<file path="src/include/wh_config.svh">
`ifndef WH_CONFIG_SVH
`define WH_CONFIG_SVH

// Problem size
`define WH_NODES    8
`define WH_FEAT_IN  8
`define WH_FEAT_OUT 4

// Element, accumulator and bus widths
`define WH_DATA_W 8
`define WH_ACC_W  19
`define WH_BUS_W  32
`define WH_ADR_W  10

// Index widths derived from the sizes
`define WH_N_AW $clog2(`WH_NODES)
`define WH_F_AW $clog2(`WH_FEAT_IN)
`define WH_K_AW $clog2(`WH_FEAT_OUT)
`define WH_H_AW $clog2(`WH_NODES * `WH_FEAT_IN)
`define WH_W_AW $clog2(`WH_FEAT_IN * `WH_FEAT_OUT)

// Word address map
`define WH_CTRL_ADR   10'h000
`define WH_STATUS_ADR 10'h001
`define WH_H_BASE     10'h100
`define WH_W_BASE     10'h200
`define WH_R_BASE     10'h300

`endif
</file>
<file path="src/source/wh_pkg.sv">
`default_nettype none

`include "wh_config.svh"

package wh_pkg;

  // One H feature element
  typedef logic signed [`WH_DATA_W-1:0] h_elem_t;

  // One weight element
  typedef logic signed [`WH_DATA_W-1:0] w_elem_t;

  // Full precision accumulation, no saturation
  typedef logic signed [`WH_ACC_W-1:0] acc_t;

  // Weights of one input feature, lane k in element k
  typedef w_elem_t [`WH_FEAT_OUT-1:0] w_row_t;

  // One WH row, output feature k in element k
  typedef acc_t [`WH_FEAT_OUT-1:0] wh_row_t;

endpackage

`default_nettype wire

</file>
<file path="src/source/wh_top.sv">
`timescale 1ns/1ps
`default_nettype none

`include "wh_config.svh"

module wh_top
  import wh_pkg::*;
(
  input  wire logic                 clk,
  input  wire logic                 arst_n,
  input  wire logic                 wb_cyc,
  input  wire logic                 wb_stb,
  input  wire logic                 wb_we,
  input  wire logic [`WH_ADR_W-1:0] wb_adr,
  input  wire logic [`WH_BUS_W-1:0] wb_dat_w,
  output wire logic [`WH_BUS_W-1:0] wb_dat_r,
  output wire logic                 wb_ack,
  output wire logic                 done
);

  logic                h_we;
  logic [`WH_H_AW-1:0] h_waddr;
  h_elem_t             h_wdata;
  logic [`WH_H_AW-1:0] h_raddr;
  h_elem_t             h_rdata;

  logic                w_we;
  logic [`WH_W_AW-1:0] w_addr;
  w_elem_t             w_wdata;
  w_elem_t             w_rdata;
  logic [`WH_F_AW-1:0] w_row_sel;
  w_row_t              w_row;

  logic                mac_valid;
  logic                mac_first;
  logic                mac_last;
  logic                row_valid;
  wh_row_t             mac_row;

  logic                r_we;
  logic [`WH_N_AW-1:0] r_waddr;
  logic [`WH_N_AW-1:0] r_raddr;
  wh_row_t             r_rdata;

  wh_ctrl u_ctrl (
    .clk       (clk),
    .arst_n    (arst_n),
    .wb_cyc    (wb_cyc),
    .wb_stb    (wb_stb),
    .wb_we     (wb_we),
    .wb_adr    (wb_adr),
    .wb_dat_w  (wb_dat_w),
    .h_rdata   (h_rdata),
    .w_rdata   (w_rdata),
    .r_rdata   (r_rdata),
    .row_valid (row_valid),
    .wb_dat_r  (wb_dat_r),
    .wb_ack    (wb_ack),
    .done      (done),
    .h_we      (h_we),
    .h_waddr   (h_waddr),
    .h_wdata   (h_wdata),
    .h_raddr   (h_raddr),
    .w_we      (w_we),
    .w_addr    (w_addr),
    .w_wdata   (w_wdata),
    .w_row_sel (w_row_sel),
    .mac_valid (mac_valid),
    .mac_first (mac_first),
    .mac_last  (mac_last),
    .r_we      (r_we),
    .r_waddr   (r_waddr),
    .r_raddr   (r_raddr)
  );

  // Dense H, one element per word
  wh_buffer #(
    .T     (h_elem_t),
    .DEPTH (`WH_NODES * `WH_FEAT_IN)
  ) u_h_buf (
    .clk   (clk),
    .we    (h_we),
    .waddr (h_waddr),
    .wdata (h_wdata),
    .raddr (h_raddr),
    .rdata (h_rdata)
  );

  // One packed WH row per node
  wh_buffer #(
    .T     (wh_row_t),
    .DEPTH (`WH_NODES)
  ) u_r_buf (
    .clk   (clk),
    .we    (r_we),
    .waddr (r_waddr),
    .wdata (mac_row),
    .raddr (r_raddr),
    .rdata (r_rdata)
  );

  wh_weight_bank u_w_bank (
    .clk     (clk),
    .arst_n  (arst_n),
    .we      (w_we),
    .addr    (w_addr),
    .wdata   (w_wdata),
    .row_sel (w_row_sel),
    .rdata   (w_rdata),
    .row     (w_row)
  );

  wh_mac_array u_mac (
    .clk       (clk),
    .arst_n    (arst_n),
    .valid     (mac_valid),
    .first     (mac_first),
    .last      (mac_last),
    .h_in      (h_rdata),
    .w_in      (w_row),
    .row_valid (row_valid),
    .row       (mac_row)
  );

endmodule

`default_nettype wire

</file>
<file path="src/source/wh_ctrl.sv">
`timescale 1ns/1ps
`default_nettype none

`include "wh_config.svh"

module wh_ctrl
  import wh_pkg::*;
(
  input  wire logic                 clk,
  input  wire logic                 arst_n,
  input  wire logic                 wb_cyc,
  input  wire logic                 wb_stb,
  input  wire logic                 wb_we,
  input  wire logic [`WH_ADR_W-1:0] wb_adr,
  input  wire logic [`WH_BUS_W-1:0] wb_dat_w,
  input  wire h_elem_t              h_rdata,
  input  wire w_elem_t              w_rdata,
  input  wire wh_row_t              r_rdata,
  input  wire logic                 row_valid,
  output logic [`WH_BUS_W-1:0]      wb_dat_r,
  output logic                      wb_ack,
  output logic                      done,
  output logic                      h_we,
  output logic [`WH_H_AW-1:0]       h_waddr,
  output h_elem_t                   h_wdata,
  output logic [`WH_H_AW-1:0]       h_raddr,
  output logic                      w_we,
  output logic [`WH_W_AW-1:0]       w_addr,
  output w_elem_t                   w_wdata,
  output logic [`WH_F_AW-1:0]       w_row_sel,
  output logic                      mac_valid,
  output logic                      mac_first,
  output logic                      mac_last,
  output logic                      r_we,
  output logic [`WH_N_AW-1:0]       r_waddr,
  output logic [`WH_N_AW-1:0]       r_raddr
);

  localparam int NODES   = `WH_NODES;
  localparam int FI      = `WH_FEAT_IN;
  localparam int FO      = `WH_FEAT_OUT;
  localparam int BW      = `WH_BUS_W;
  localparam int DW      = `WH_DATA_W;
  localparam int AW      = `WH_ADR_W;
  localparam int H_AW    = `WH_H_AW;
  localparam int W_AW    = `WH_W_AW;
  localparam int N_AW    = `WH_N_AW;
  localparam int F_AW    = `WH_F_AW;
  localparam int K_AW    = `WH_K_AW;
  localparam int H_DEPTH = NODES * FI;
  localparam int W_DEPTH = FI * FO;
  localparam int R_DEPTH = NODES * FO;

  logic            bus_req;
  logic            req_q;
  logic            hold_q;
  logic            wr_stb;
  logic            start;
  logic            ctrl_sel;
  logic            status_sel;
  logic            h_sel;
  logic            w_sel;
  logic            r_sel;
  logic [AW-1:0]   h_off;
  logic [AW-1:0]   w_off;
  logic [AW-1:0]   r_off;
  logic [K_AW-1:0] r_lane;
  logic [BW-1:0]   rd_data;
  logic [H_AW-1:0] seq_addr;
  logic            busy;
  logic            issue;
  logic [N_AW-1:0] node_cnt;
  logic [F_AW-1:0] feat_cnt;
  logic [N_AW-1:0] row_cnt;

  // Address decode
  assign bus_req    = wb_cyc && wb_stb;
  assign ctrl_sel   = wb_adr == `WH_CTRL_ADR;
  assign status_sel = wb_adr == `WH_STATUS_ADR;
  assign h_off      = wb_adr - `WH_H_BASE;
  assign w_off      = wb_adr - `WH_W_BASE;
  assign r_off      = wb_adr - `WH_R_BASE;
  assign h_sel      = h_off < H_DEPTH;
  assign w_sel      = w_off < W_DEPTH;
  assign r_sel      = r_off < R_DEPTH;
  assign r_lane     = K_AW'(r_off % FO);
  assign r_raddr    = N_AW'(r_off / FO);

  // Two-phase ack, then wait for stb to drop
  always_ff @(posedge clk or negedge arst_n) begin
    if (!arst_n) begin
      req_q  <= 1'b0;
      wb_ack <= 1'b0;
      hold_q <= 1'b0;
    end else begin
      req_q  <= bus_req && !req_q && !wb_ack && !hold_q;
      wb_ack <= bus_req && req_q;
      hold_q <= bus_req && (wb_ack || hold_q);
    end
  end

  always_comb begin
    rd_data = '0;
    if (status_sel) begin
      rd_data = {{(BW-2){1'b0}}, done, busy};
    end else if (h_sel) begin
      rd_data = BW'(h_rdata);
    end else if (w_sel) begin
      rd_data = BW'(w_rdata);
    end else if (r_sel) begin
      rd_data = BW'(r_rdata[r_lane]);
    end
  end

  // Buffer data has settled by the second phase
  always_ff @(posedge clk) begin
    if (req_q) begin
      wb_dat_r <= rd_data;
    end
  end

  // Writes land in the ack cycle, dropped while busy
  assign wr_stb  = wb_ack && bus_req && wb_we && !busy;
  assign start   = wr_stb && ctrl_sel && wb_dat_w[0];
  assign h_we    = wr_stb && h_sel;
  assign h_waddr = H_AW'(h_off);
  assign h_wdata = h_elem_t'(wb_dat_w[DW-1:0]);
  assign w_we    = wr_stb && w_sel;
  assign w_addr  = W_AW'(w_off);
  assign w_wdata = w_elem_t'(wb_dat_w[DW-1:0]);

  assign seq_addr = H_AW'(node_cnt * FI) + H_AW'(feat_cnt);
  assign h_raddr  = busy ? seq_addr : H_AW'(h_off);

  // Run sequencer
  always_ff @(posedge clk or negedge arst_n) begin
    if (!arst_n) begin
      busy     <= 1'b0;
      done     <= 1'b0;
      issue    <= 1'b0;
      node_cnt <= '0;
      feat_cnt <= '0;
      row_cnt  <= '0;
    end else if (start) begin
      busy     <= 1'b1;
      done     <= 1'b0;
      issue    <= 1'b1;
      node_cnt <= '0;
      feat_cnt <= '0;
      row_cnt  <= '0;
    end else begin
      if (issue) begin
        if (feat_cnt == F_AW'(FI - 1)) begin
          feat_cnt <= '0;
          node_cnt <= node_cnt + 1'b1;
          if (node_cnt == N_AW'(NODES - 1)) begin
            issue <= 1'b0;
          end
        end else begin
          feat_cnt <= feat_cnt + 1'b1;
        end
      end
      if (row_valid) begin
        row_cnt <= row_cnt + 1'b1;
        // Final row written this cycle
        if (row_cnt == N_AW'(NODES - 1)) begin
          busy <= 1'b0;
          done <= 1'b1;
        end
      end
    end
  end

  // Flags follow the H buffer read latency
  always_ff @(posedge clk or negedge arst_n) begin
    if (!arst_n) begin
      mac_valid <= 1'b0;
      mac_first <= 1'b0;
      mac_last  <= 1'b0;
      w_row_sel <= '0;
    end else begin
      mac_valid <= issue;
      mac_first <= issue && feat_cnt == '0;
      mac_last  <= issue && feat_cnt == F_AW'(FI - 1);
      w_row_sel <= feat_cnt;
    end
  end

  assign r_we    = row_valid;
  assign r_waddr = row_cnt;

endmodule

`default_nettype wire

</file>
<file path="src/source/wh_mac_array.sv">
`timescale 1ns/1ps
`default_nettype none

`include "wh_config.svh"

module wh_mac_array
  import wh_pkg::*;
(
  input  wire logic    clk,
  input  wire logic    arst_n,
  input  wire logic    valid,
  input  wire logic    first,
  input  wire logic    last,
  input  wire h_elem_t h_in,
  input  wire w_row_t  w_in,
  output logic         row_valid,
  output wh_row_t      row
);

  logic    prod_valid;
  logic    prod_first;
  logic    prod_last;
  wh_row_t prod_q;
  wh_row_t acc_q;
  wh_row_t sum;

  always_ff @(posedge clk or negedge arst_n) begin
    if (!arst_n) begin
      prod_valid <= 1'b0;
      prod_first <= 1'b0;
      prod_last  <= 1'b0;
      row_valid  <= 1'b0;
    end else begin
      prod_valid <= valid;
      prod_first <= first;
      prod_last  <= last;
      row_valid  <= prod_valid && prod_last;
    end
  end

  // Product stage, sign extended to the accumulator width
  always_ff @(posedge clk) begin
    if (valid) begin
      for (int k = 0; k < `WH_FEAT_OUT; k++) begin
        prod_q[k] <= h_in * w_in[k];
      end
    end
  end

  // first reloads instead of adding
  always_comb begin
    for (int k = 0; k < `WH_FEAT_OUT; k++) begin
      sum[k] = prod_first ? prod_q[k] : acc_q[k] + prod_q[k];
    end
  end

  // Next node can start right behind the last element
  always_ff @(posedge clk) begin
    if (prod_valid) begin
      acc_q <= sum;
    end
    if (prod_valid && prod_last) begin
      row <= sum;
    end
  end

endmodule

`default_nettype wire

</file>
<file path="src/source/wh_weight_bank.sv">
`timescale 1ns/1ps
`default_nettype none

`include "wh_config.svh"

module wh_weight_bank
  import wh_pkg::*;
(
  input  wire logic                clk,
  input  wire logic                arst_n,
  input  wire logic                we,
  input  wire logic [`WH_W_AW-1:0] addr,
  input  wire w_elem_t             wdata,
  input  wire logic [`WH_F_AW-1:0] row_sel,
  output w_elem_t                  rdata,
  output w_row_t                   row
);

  localparam int FI   = `WH_FEAT_IN;
  localparam int FO   = `WH_FEAT_OUT;
  localparam int F_AW = `WH_F_AW;
  localparam int K_AW = `WH_K_AW;

  w_row_t bank [FI];

  logic [F_AW-1:0] sel_j;
  logic [K_AW-1:0] sel_k;

  // addr = j * FEAT_OUT + k
  assign sel_j = F_AW'(addr / FO);
  assign sel_k = K_AW'(addr % FO);

  always_ff @(posedge clk or negedge arst_n) begin
    if (!arst_n) begin
      for (int j = 0; j < FI; j++) begin
        bank[j] <= '0;
      end
    end else if (we) begin
      bank[sel_j][sel_k] <= wdata;
    end
  end

  assign rdata = bank[sel_j][sel_k];

  // Whole row for the MAC lanes
  assign row = bank[row_sel];

endmodule

`default_nettype wire

</file>
<file path="src/source/wh_buffer.sv">
`timescale 1ns/1ps
`default_nettype none

module wh_buffer #(
  parameter type T     = logic [7:0],
  parameter int  DEPTH = 64,
  localparam int AW    = $clog2(DEPTH)
) (
  input  wire logic          clk,
  input  wire logic          we,
  input  wire logic [AW-1:0] waddr,
  input  wire T              wdata,
  input  wire logic [AW-1:0] raddr,
  output T                   rdata
);

  T mem [DEPTH];

  always_ff @(posedge clk) begin
    if (we) begin
      mem[waddr] <= wdata;
    end
  end

  // Registered read, one cycle latency
  always_ff @(posedge clk) begin
    rdata <= mem[raddr];
  end

endmodule

`default_nettype wire

</file>
<file path="config.mk">
export PLATFORM = sky130hd
export DESIGN_NAME = wh_top
export DESIGN_NICKNAME = d
export VERILOG_FILES = /design/src/source/wh_pkg.sv /design/src/source/wh_top.sv /design/src/source/wh_ctrl.sv /design/src/source/wh_mac_array.sv /design/src/source/wh_weight_bank.sv /design/src/source/wh_buffer.sv
export VERILOG_INCLUDE_DIRS = /design/src /design/src/include
export SDC_FILE = /design/constraint.sdc
export NUM_CORES = 2
export LEC_CHECK = 0
export BUFFER_PORTS_ARGS = -buffer_cell sky130_fd_sc_hd__buf_4
export CAP_MARGIN = 20
export CORE_ASPECT_RATIO = 1.1
export CORE_MARGIN = 4
export CORE_UTILIZATION = 45
export DETAILED_ROUTE_END_ITERATION = 6
export PLACE_DENSITY = 0.64
export SLEW_MARGIN = 20
export SYNTH_ARGS = -nofsm -noshare
export SYNTH_HDL_FRONTEND = slang
export SYNTH_SLANG_ARGS = --single-unit
export TNS_END_PERCENT = 20
</file>
<file path="constraint.sdc">
create_clock -name clk -period 9 [get_ports clk]
set_clock_uncertainty 0.05 [all_clocks]
set_input_delay 0.9 -clock clk [delete_from_list [all_inputs] [get_ports clk]]
set_output_delay 0.9 -clock clk [all_outputs]
set_load 0.1 [all_outputs]
</file>
# ---- Word level (Yosys, flattened, before mapping)
# Memory sizes are Yosys's and may differ from the RTL's. A register that Yosys moved wholly into a read port is not among the register bits.
# Cells that the tools add are included.
dict set report op_classes {
  add_sub_neg 11
  n_mul 4
  n_div 0
  magnitude_cmp 9
  eq_ne 4
  shift 0
  mux 46
  n_bitwise 2
  n_reduce_logical 31
}
# op count
set ops {}
lappend ops {{256-bit bitwise mux} 1}
lappend ops {{32-bit two-way mux} 8}
lappend ops {{32-bit binary-select mux with 3-bit select} 2}
lappend ops {{32-bit demux with 3-bit select} 1}
lappend ops {{19-bit two-way mux} 5}
lappend ops {{19-bit adder} 4}
lappend ops {{8-bit by 8-bit multiplier with 16-bit output} 4}
lappend ops {{19-bit binary-select mux with 2-bit select} 1}
lappend ops {{3-bit two-way mux} 8}
lappend ops {{10-bit by 6-bit < comparator with 1-bit output (second input constant)} 2}
lappend ops {{10-bit subtractor (second input constant)} 2}
lappend ops {{1-bit logical AND} 18}
lappend ops {{8-bit binary-select mux with 2-bit select} 1}
lappend ops {{8-bit demux with 2-bit select} 1}
lappend ops {{8-bit two-way mux} 2}
lappend ops {{1-bit two-way mux} 14}
lappend ops {{10-bit by 1-bit equality test with 1-bit output (second input constant)} 1}
lappend ops {{10-bit logical NOT} 1}
lappend ops {{10-bit by 7-bit < comparator with 1-bit output (second input constant)} 1}
lappend ops {{10-bit by 9-bit subtractor with 10-bit output (second input constant)} 1}
lappend ops {{3-bit by 1-bit adder with 3-bit output (second input constant)} 3}
lappend ops {{3-bit equality test (second input constant)} 3}
lappend ops {{4-bit greater-or-equal comparator (second input constant)} 2}
lappend ops {{3-bit inverter with 4-bit output} 2}
lappend ops {{11 further kinds} 19}
dict set report word_totals {
  register_bits 541
  latchBits 0
  mem_bits_rw 1120
  romBits 0
  inputBits 47
  output_inout_bits 34
  elab_cells 172
  memories 2
}
# name depth width rd rd_ports_with_merged_regs wr line_no
set mem_list {}
lappend mem_list {u_r_buf.mem 8 76 1 1 1 wh_buffer.sv:17} ;# T mem [DEPTH];
lappend mem_list {u_h_buf.mem 64 8 1 1 1 wh_buffer.sv:17}

# ---- Logic depth before layout (Yosys ltp)
dict set report logic_depth {
  depth_word 10
  ltp_mapped 21
  mapped_depth_nobuf 19
}

# ---- Hierarchy
# A second synthesis with hierarchy kept.
dict set report unflattened {
  cells_unflattened 5173
  area_unflattened_um2 81986.1
}
# mod instances cells_per_inst area_per_inst_um2 seq_area_each_um2
set modules_own_cells {}
lappend modules_own_cells {{wh_buffer at u_r_buf} 1 967 24363.4 19779.0}
lappend modules_own_cells {wh_mac_array 1 1982 20803.7 6586.3}
lappend modules_own_cells {{wh_buffer at u_h_buf} 1 940 20166.8 15534.9}
lappend modules_own_cells {wh_weight_bank 1 1043 13959.6 6406.1}
lappend modules_own_cells {wh_ctrl 1 241 2692.6 1096.1}

# ---- Worst setup path before layout
# Ideal clock, no wire load.
dict set report synth_timing {
  path_kind {flip-flop to flip-flop}
  from {register u_mac.row_valid}
  to {memory u_r_buf.mem[0][0] (netlist name), enable pin}
  setup_ns 0.603
  t_arrival_ns 5.872
  t_required_ns 8.347
  path_slack_ns 2.474
  stages_incl_launch_ff 4
  path_buffers 1
  synth_period_minus_slack_ns 6.526
  path_cell_list {dfrtp_1 clkbuf_1 nand2b_1 nor3_1}
}
dict set report synth_via {
  elab_chain_len 2
}
# element line_no
set synth_rtl {}
lappend synth_rtl {{start, declared} wh_mac_array.sv:16} ;# output logic row_valid,
lappend synth_rtl {{start signal, assigned} wh_mac_array.sv:37} ;# row_valid <= prod_valid && prod_last;
lappend synth_rtl {{1-bit two-way mux} wh_buffer.sv:20} ;# if (we) begin
lappend synth_rtl {{1-bit two-way mux (not written as such)} wh_buffer.sv:21} ;# mem[waddr] <= wdata;
lappend synth_rtl {{end, declared} wh_buffer.sv:17}
# No other way between the ends.

# ---- Worst setup path after layout
dict set report layout_timing {
  from {register u_ctrl.w_row_sel[0]}
  to {register u_mac.prod_q[52] (netlist name) (data pin)}
}
dict set report layout_via {
  elab_chain_len 5
}
# element line_no
set layout_rtl {}
lappend layout_rtl {{start, declared} wh_ctrl.sv:30} ;# output logic [`WH_F_AW-1:0] w_row_sel,
lappend layout_rtl {{start signal, assigned} wh_ctrl.sv:185} ;# w_row_sel <= feat_cnt;
lappend layout_rtl {{3-bit inverter with 4-bit output (not written as such)} wh_weight_bank.sv:46} ;# assign row = bank[row_sel];
lappend layout_rtl {{32-bit binary-select mux with 3-bit select} wh_weight_bank.sv:46}
lappend layout_rtl {{32-bit two-way mux (not written as such) (2 in series)} wh_weight_bank.sv:46}
lappend layout_rtl {{8-bit by 8-bit multiplier with 16-bit output} wh_mac_array.sv:45} ;# prod_q[k] <= h_in * w_in[k];
lappend layout_rtl {{end signal, assigned by index} wh_mac_array.sv:45}
lappend layout_rtl {{end, declared} wh_mac_array.sv:23} ;# wh_row_t prod_q;
# No other way between the ends. The select of a mux whose other input is x is not followed.
# A chain may end at the register's enable or synchronous reset.

==> results.md <==
- Placed insts: 8652
- PortBufs: between 50 and 60
- Vias: approximately 56k
- Max_cap viols: 0
- Clock Latency Late Sink: 0.85 ns
- Post-CTS Hold Fix Bufs: 0
- Result of the run: completed
- Area growth syn-to-layout: 10.4%
- WS Path Type: flip-flop to flip-flop
- Total Routed Length: ~240000 µm
- Initial Util: 45.3%
- Fmax: 147 MHz
- R2r startpoint: u_ctrl.w_row_sel[0]
- GP Congestion: around 0.83
- Ratio of final minimum period to clock period: between 70% and 80%
- Final setup violation count: 0
- Critical Path Start: u_ctrl.w_row_sel[0]
- Relative slew slack: 22.5%
- Syn_area_per_cell: between 10 and 15 µm²
- Worst Path Max Fanout: 34
- Largest net degree at the start of global routing: ~170
- Gates resized, CTS repair: 0
- Worst-Margin Slew: 1.13 ns
- Ys Warns: 0
- IO Pins: about 80
- Total GRT Usage: 23.5%
- Core Area: between 150000 and 200000 µm²
- Final Hold Viols: 0
- Leakage: 34.7 nW
- Unique cell type count in the Yosys netlist: 90
- Commonest non-fill, non-tap cell in the layout: edfxtp_1
- Share of cells above drive strength 1: roughly 15%
- Via-to-Cell Ratio: 6.19
- Post-Syn Nets: 6832
- Drt wl/cell: 26.3 µm
- # nets final: 6766
- Overflow after GRT: 0
- Register area share after synthesis: around 58%
- Final Util: between 40% and 50%
- Arr. time, crit path: roughly 7.4 ns
- Worst Setup End Kind: flip-flop
- Max Buffers Root-to-Sink: 3
- Vias in the first global route: roughly 55k
- Met2 WL: around 120000 µm
- Drt pass-1 iters: 6
- First-pass GRT wire length: between 300000 and 400000 µm
- Root Buffer: clkbuf_16
- CTS tree: yes
- Met3 routed wirelength: ~16000 µm
- Worst r2r path cells: 19
- Sink Count: between 1.5k and 2k
- Critical Path Sink: u_mac.prod_q[52]
- Critical Path RT: 9.56 ns
- Max layer used: met5
- Pwr per Cell Area: 179 nW/µm²
- DR iter-0 viols: around 5.5k
- Synth Flop Type: edfxtp_1
- RSZ-0062 raised after global routing: no
- Netlist Area Pre-Place: around 85000 µm²
- Post-CTS Setup Bufs: 0
- EDFF count, synth: about 1.4k
- R2R Setup Slk: ~2.2 ns
- TritonCTS buffer count: 178
- Remaining DRCs: 0
- Capturing point of the worst reg2reg path: u_mac.prod_q[52]
- VDD IR max: 213 µV
- Highest-count cells in the layout ignoring fill and taps: 1355 x edfxtp_1, 420 x a211oi_1, 419 x inv_1, 312 x a21oi_1, 294 x mux2_2
- Startpoint type of the worst setup path: flip-flop
- Die Span Y: ~470 µm
- Share of flip-flops with an asynchronous set or reset: 16.3%
- Non-Filler Instances: 8992
- Pins over their slew limit: 0
- Detailed placement HPWL: roughly 140000 µm
- Setup TNS: 0 ns
- Clock-pin slew of the registers on the worst-case setup and hold paths: approximately 0.060 ns
- Fin crit period: slightly below 7 ns
- # H-tree levels: 4
- Met1 WL: ~95000 µm
- Cell row count: around 170
- Fillcell total: between 15k and 20k
- Syn Inst Count: around 6.4k
- Initial antenna violation count: 4
- Final ANT Viol Nets: 0
- Hold WC Path Type: input port to async pin
- DIE AREA: between 150000 and 200000 µm²
- Die width: approximately 420 µm
- FF+latch count, synth: ~1.7k
cells in the mapped netlist (19+ instances only):
library cell  number  area, µm²
a22o_1            58        508
fa_1             224       4480
nor2b_1          151        945
a211oi_1         420       3150
dfxtp_1           84       1680
o211ai_1          77        578
o221ai_1          27        236
and2_1            52        325
nand3_2           30        300
a21o_1            40        300
xor2_1            26        228
mux2i_1           88        881
inv_1            419       1570
o31ai_1           25        188
clkbuf_1         182        683
buf_4             41        308
nor2_1           273       1020
nand2_1          257        965
xnor2_1           76        666
or4_1             19        143
a41oi_1           21        184
buf_1             45        169
a22oi_1          173       1300
buf_2            150        751
o22ai_1           26        163
nand2b_1          42        263
nand4_1           33        206
a21oi_1          314       1570
nand3_1           64        320
o21ai_0          116        581
a221oi_1          64        561
nor3_1            49        245
o41ai_1           55        482
o21bai_1          89        668
nor4b_1           19        166
mux4_2           117       2640
o21a_1            21        158
ha_1             195       2440
o2111ai_1         19        166
mux2_2           294       3310
edfxtp_1        1355      40700
a311o_1           28        280
dfrtp_1          281       7030
worst min path at each step:
stage	end	startpoint	cells past startpoint	slack [ns]
detailed placement	u_mac.prod_last	u_ctrl.mac_last	0	0.29
global route	u_w_bank.bank[193]	arst_n	1	0.18
CTS	u_w_bank.bank[76]	arst_n	1	0.13
global placement	u_mac.prod_first	u_ctrl.mac_first	0	0.29
floorplan	u_mac.prod_first	u_ctrl.mac_first	0	0.28
finish	u_w_bank.bank[193]	arst_n	1	0.11
layout make-up:
cell class	instances	area (µm²)	share of cell area, %
flip-flops and latches	1720	49400	52.4
clock buffers	243	4900	5.20
repair buffers	182	1520	1.61
inverters	424	1610	1.71
well taps	2535	3170	3.36
diodes	4	10.0	0.0106
multi-input cells	3794	32600	34.6
clock inverters	90	1070	1.13
where the power goes:
part	internal, mW	switching (mW)
logic	0.230	0.591
clock network	4.29	3.19
registers	8.56	0.0341
total	13.1	3.82
per-layer routing:
metal,vias up,global-route usage [%]
met4,2,9.38
li1,24300,-
met1,28700,31.0
met5,-,0
met2,2206,39.4
met3,467,3.33
flip-flops by register name, summed over array words and instances, names as in the netlist, 3 cells and up:
signal            count
u_r_buf.mem         608
u_h_buf.mem         512
u_w_bank.bank       256
u_mac.acc_q          76
u_mac.row            76
u_r_buf.rdata        76
u_mac.prod_q         64
u_ctrl.wb_dat_r      19
u_h_buf.rdata         8
u_ctrl.feat_cnt       3
u_ctrl.node_cnt       3
u_ctrl.r_waddr        3
u_ctrl.w_row_sel      3
critical path: stages, from the launching register on:
cell	delay (ns)
dfrtp_4	0.90
buf_4	0.48
mux4_2	0.55
mux2_2	0.43
and2_1	0.24
fa_1	0.53
inv_1	0.05
fa_1	0.53
inv_1	0.05
fa_1	0.48
inv_1	0.06
fa_1	0.48
inv_1	0.04
ha_1	0.30
o21ai_0	0.13
a21boi_0	0.16
o21ai_0	0.24
a21oi_1	0.15
o31a_1	0.31
o311ai_0	0.35
stage by stage:
stage / hold WS [ns] / worst slack, ns / total power [mW] / instance area (µm²)
4_1_cts: 0.126 / 2.10 / 17.0 / 94200
3_5_place_dp: 0.293 / 2.15 / 9.57 / 88300
6_report: 0.113 / 2.20 / 16.9 / 94300
2_1_floorplan: 0.281 / 2.47 / 9.21 / 85500
5_1_grt: 0.178 / 1.74 / 17.4 / 94300
3_3_place_gp: 0.290 / 2.23 / 9.55 / 88300
logic make-up (layout without fill, tap and decap cells):
family / Yosys count / in the layout / share of synthesized area, %
AOI/OAI and AO/OA: 1696 / 1696 / 14.4
xor gates and xnor gates: 102 / 102 / 1.05
and+or+nand+nor: 1078 / 1078 / 6.49
muxes: 499 / 499 / 7.99
adders and majority gates: 419 / 419 / 8.10
DFF: 1720 / 1720 / 57.8
buffers and inverters: 852 / 939 / 4.23
other: 0 / 4 / 0
Note: power is estimated with default switching activity, not from simulation.
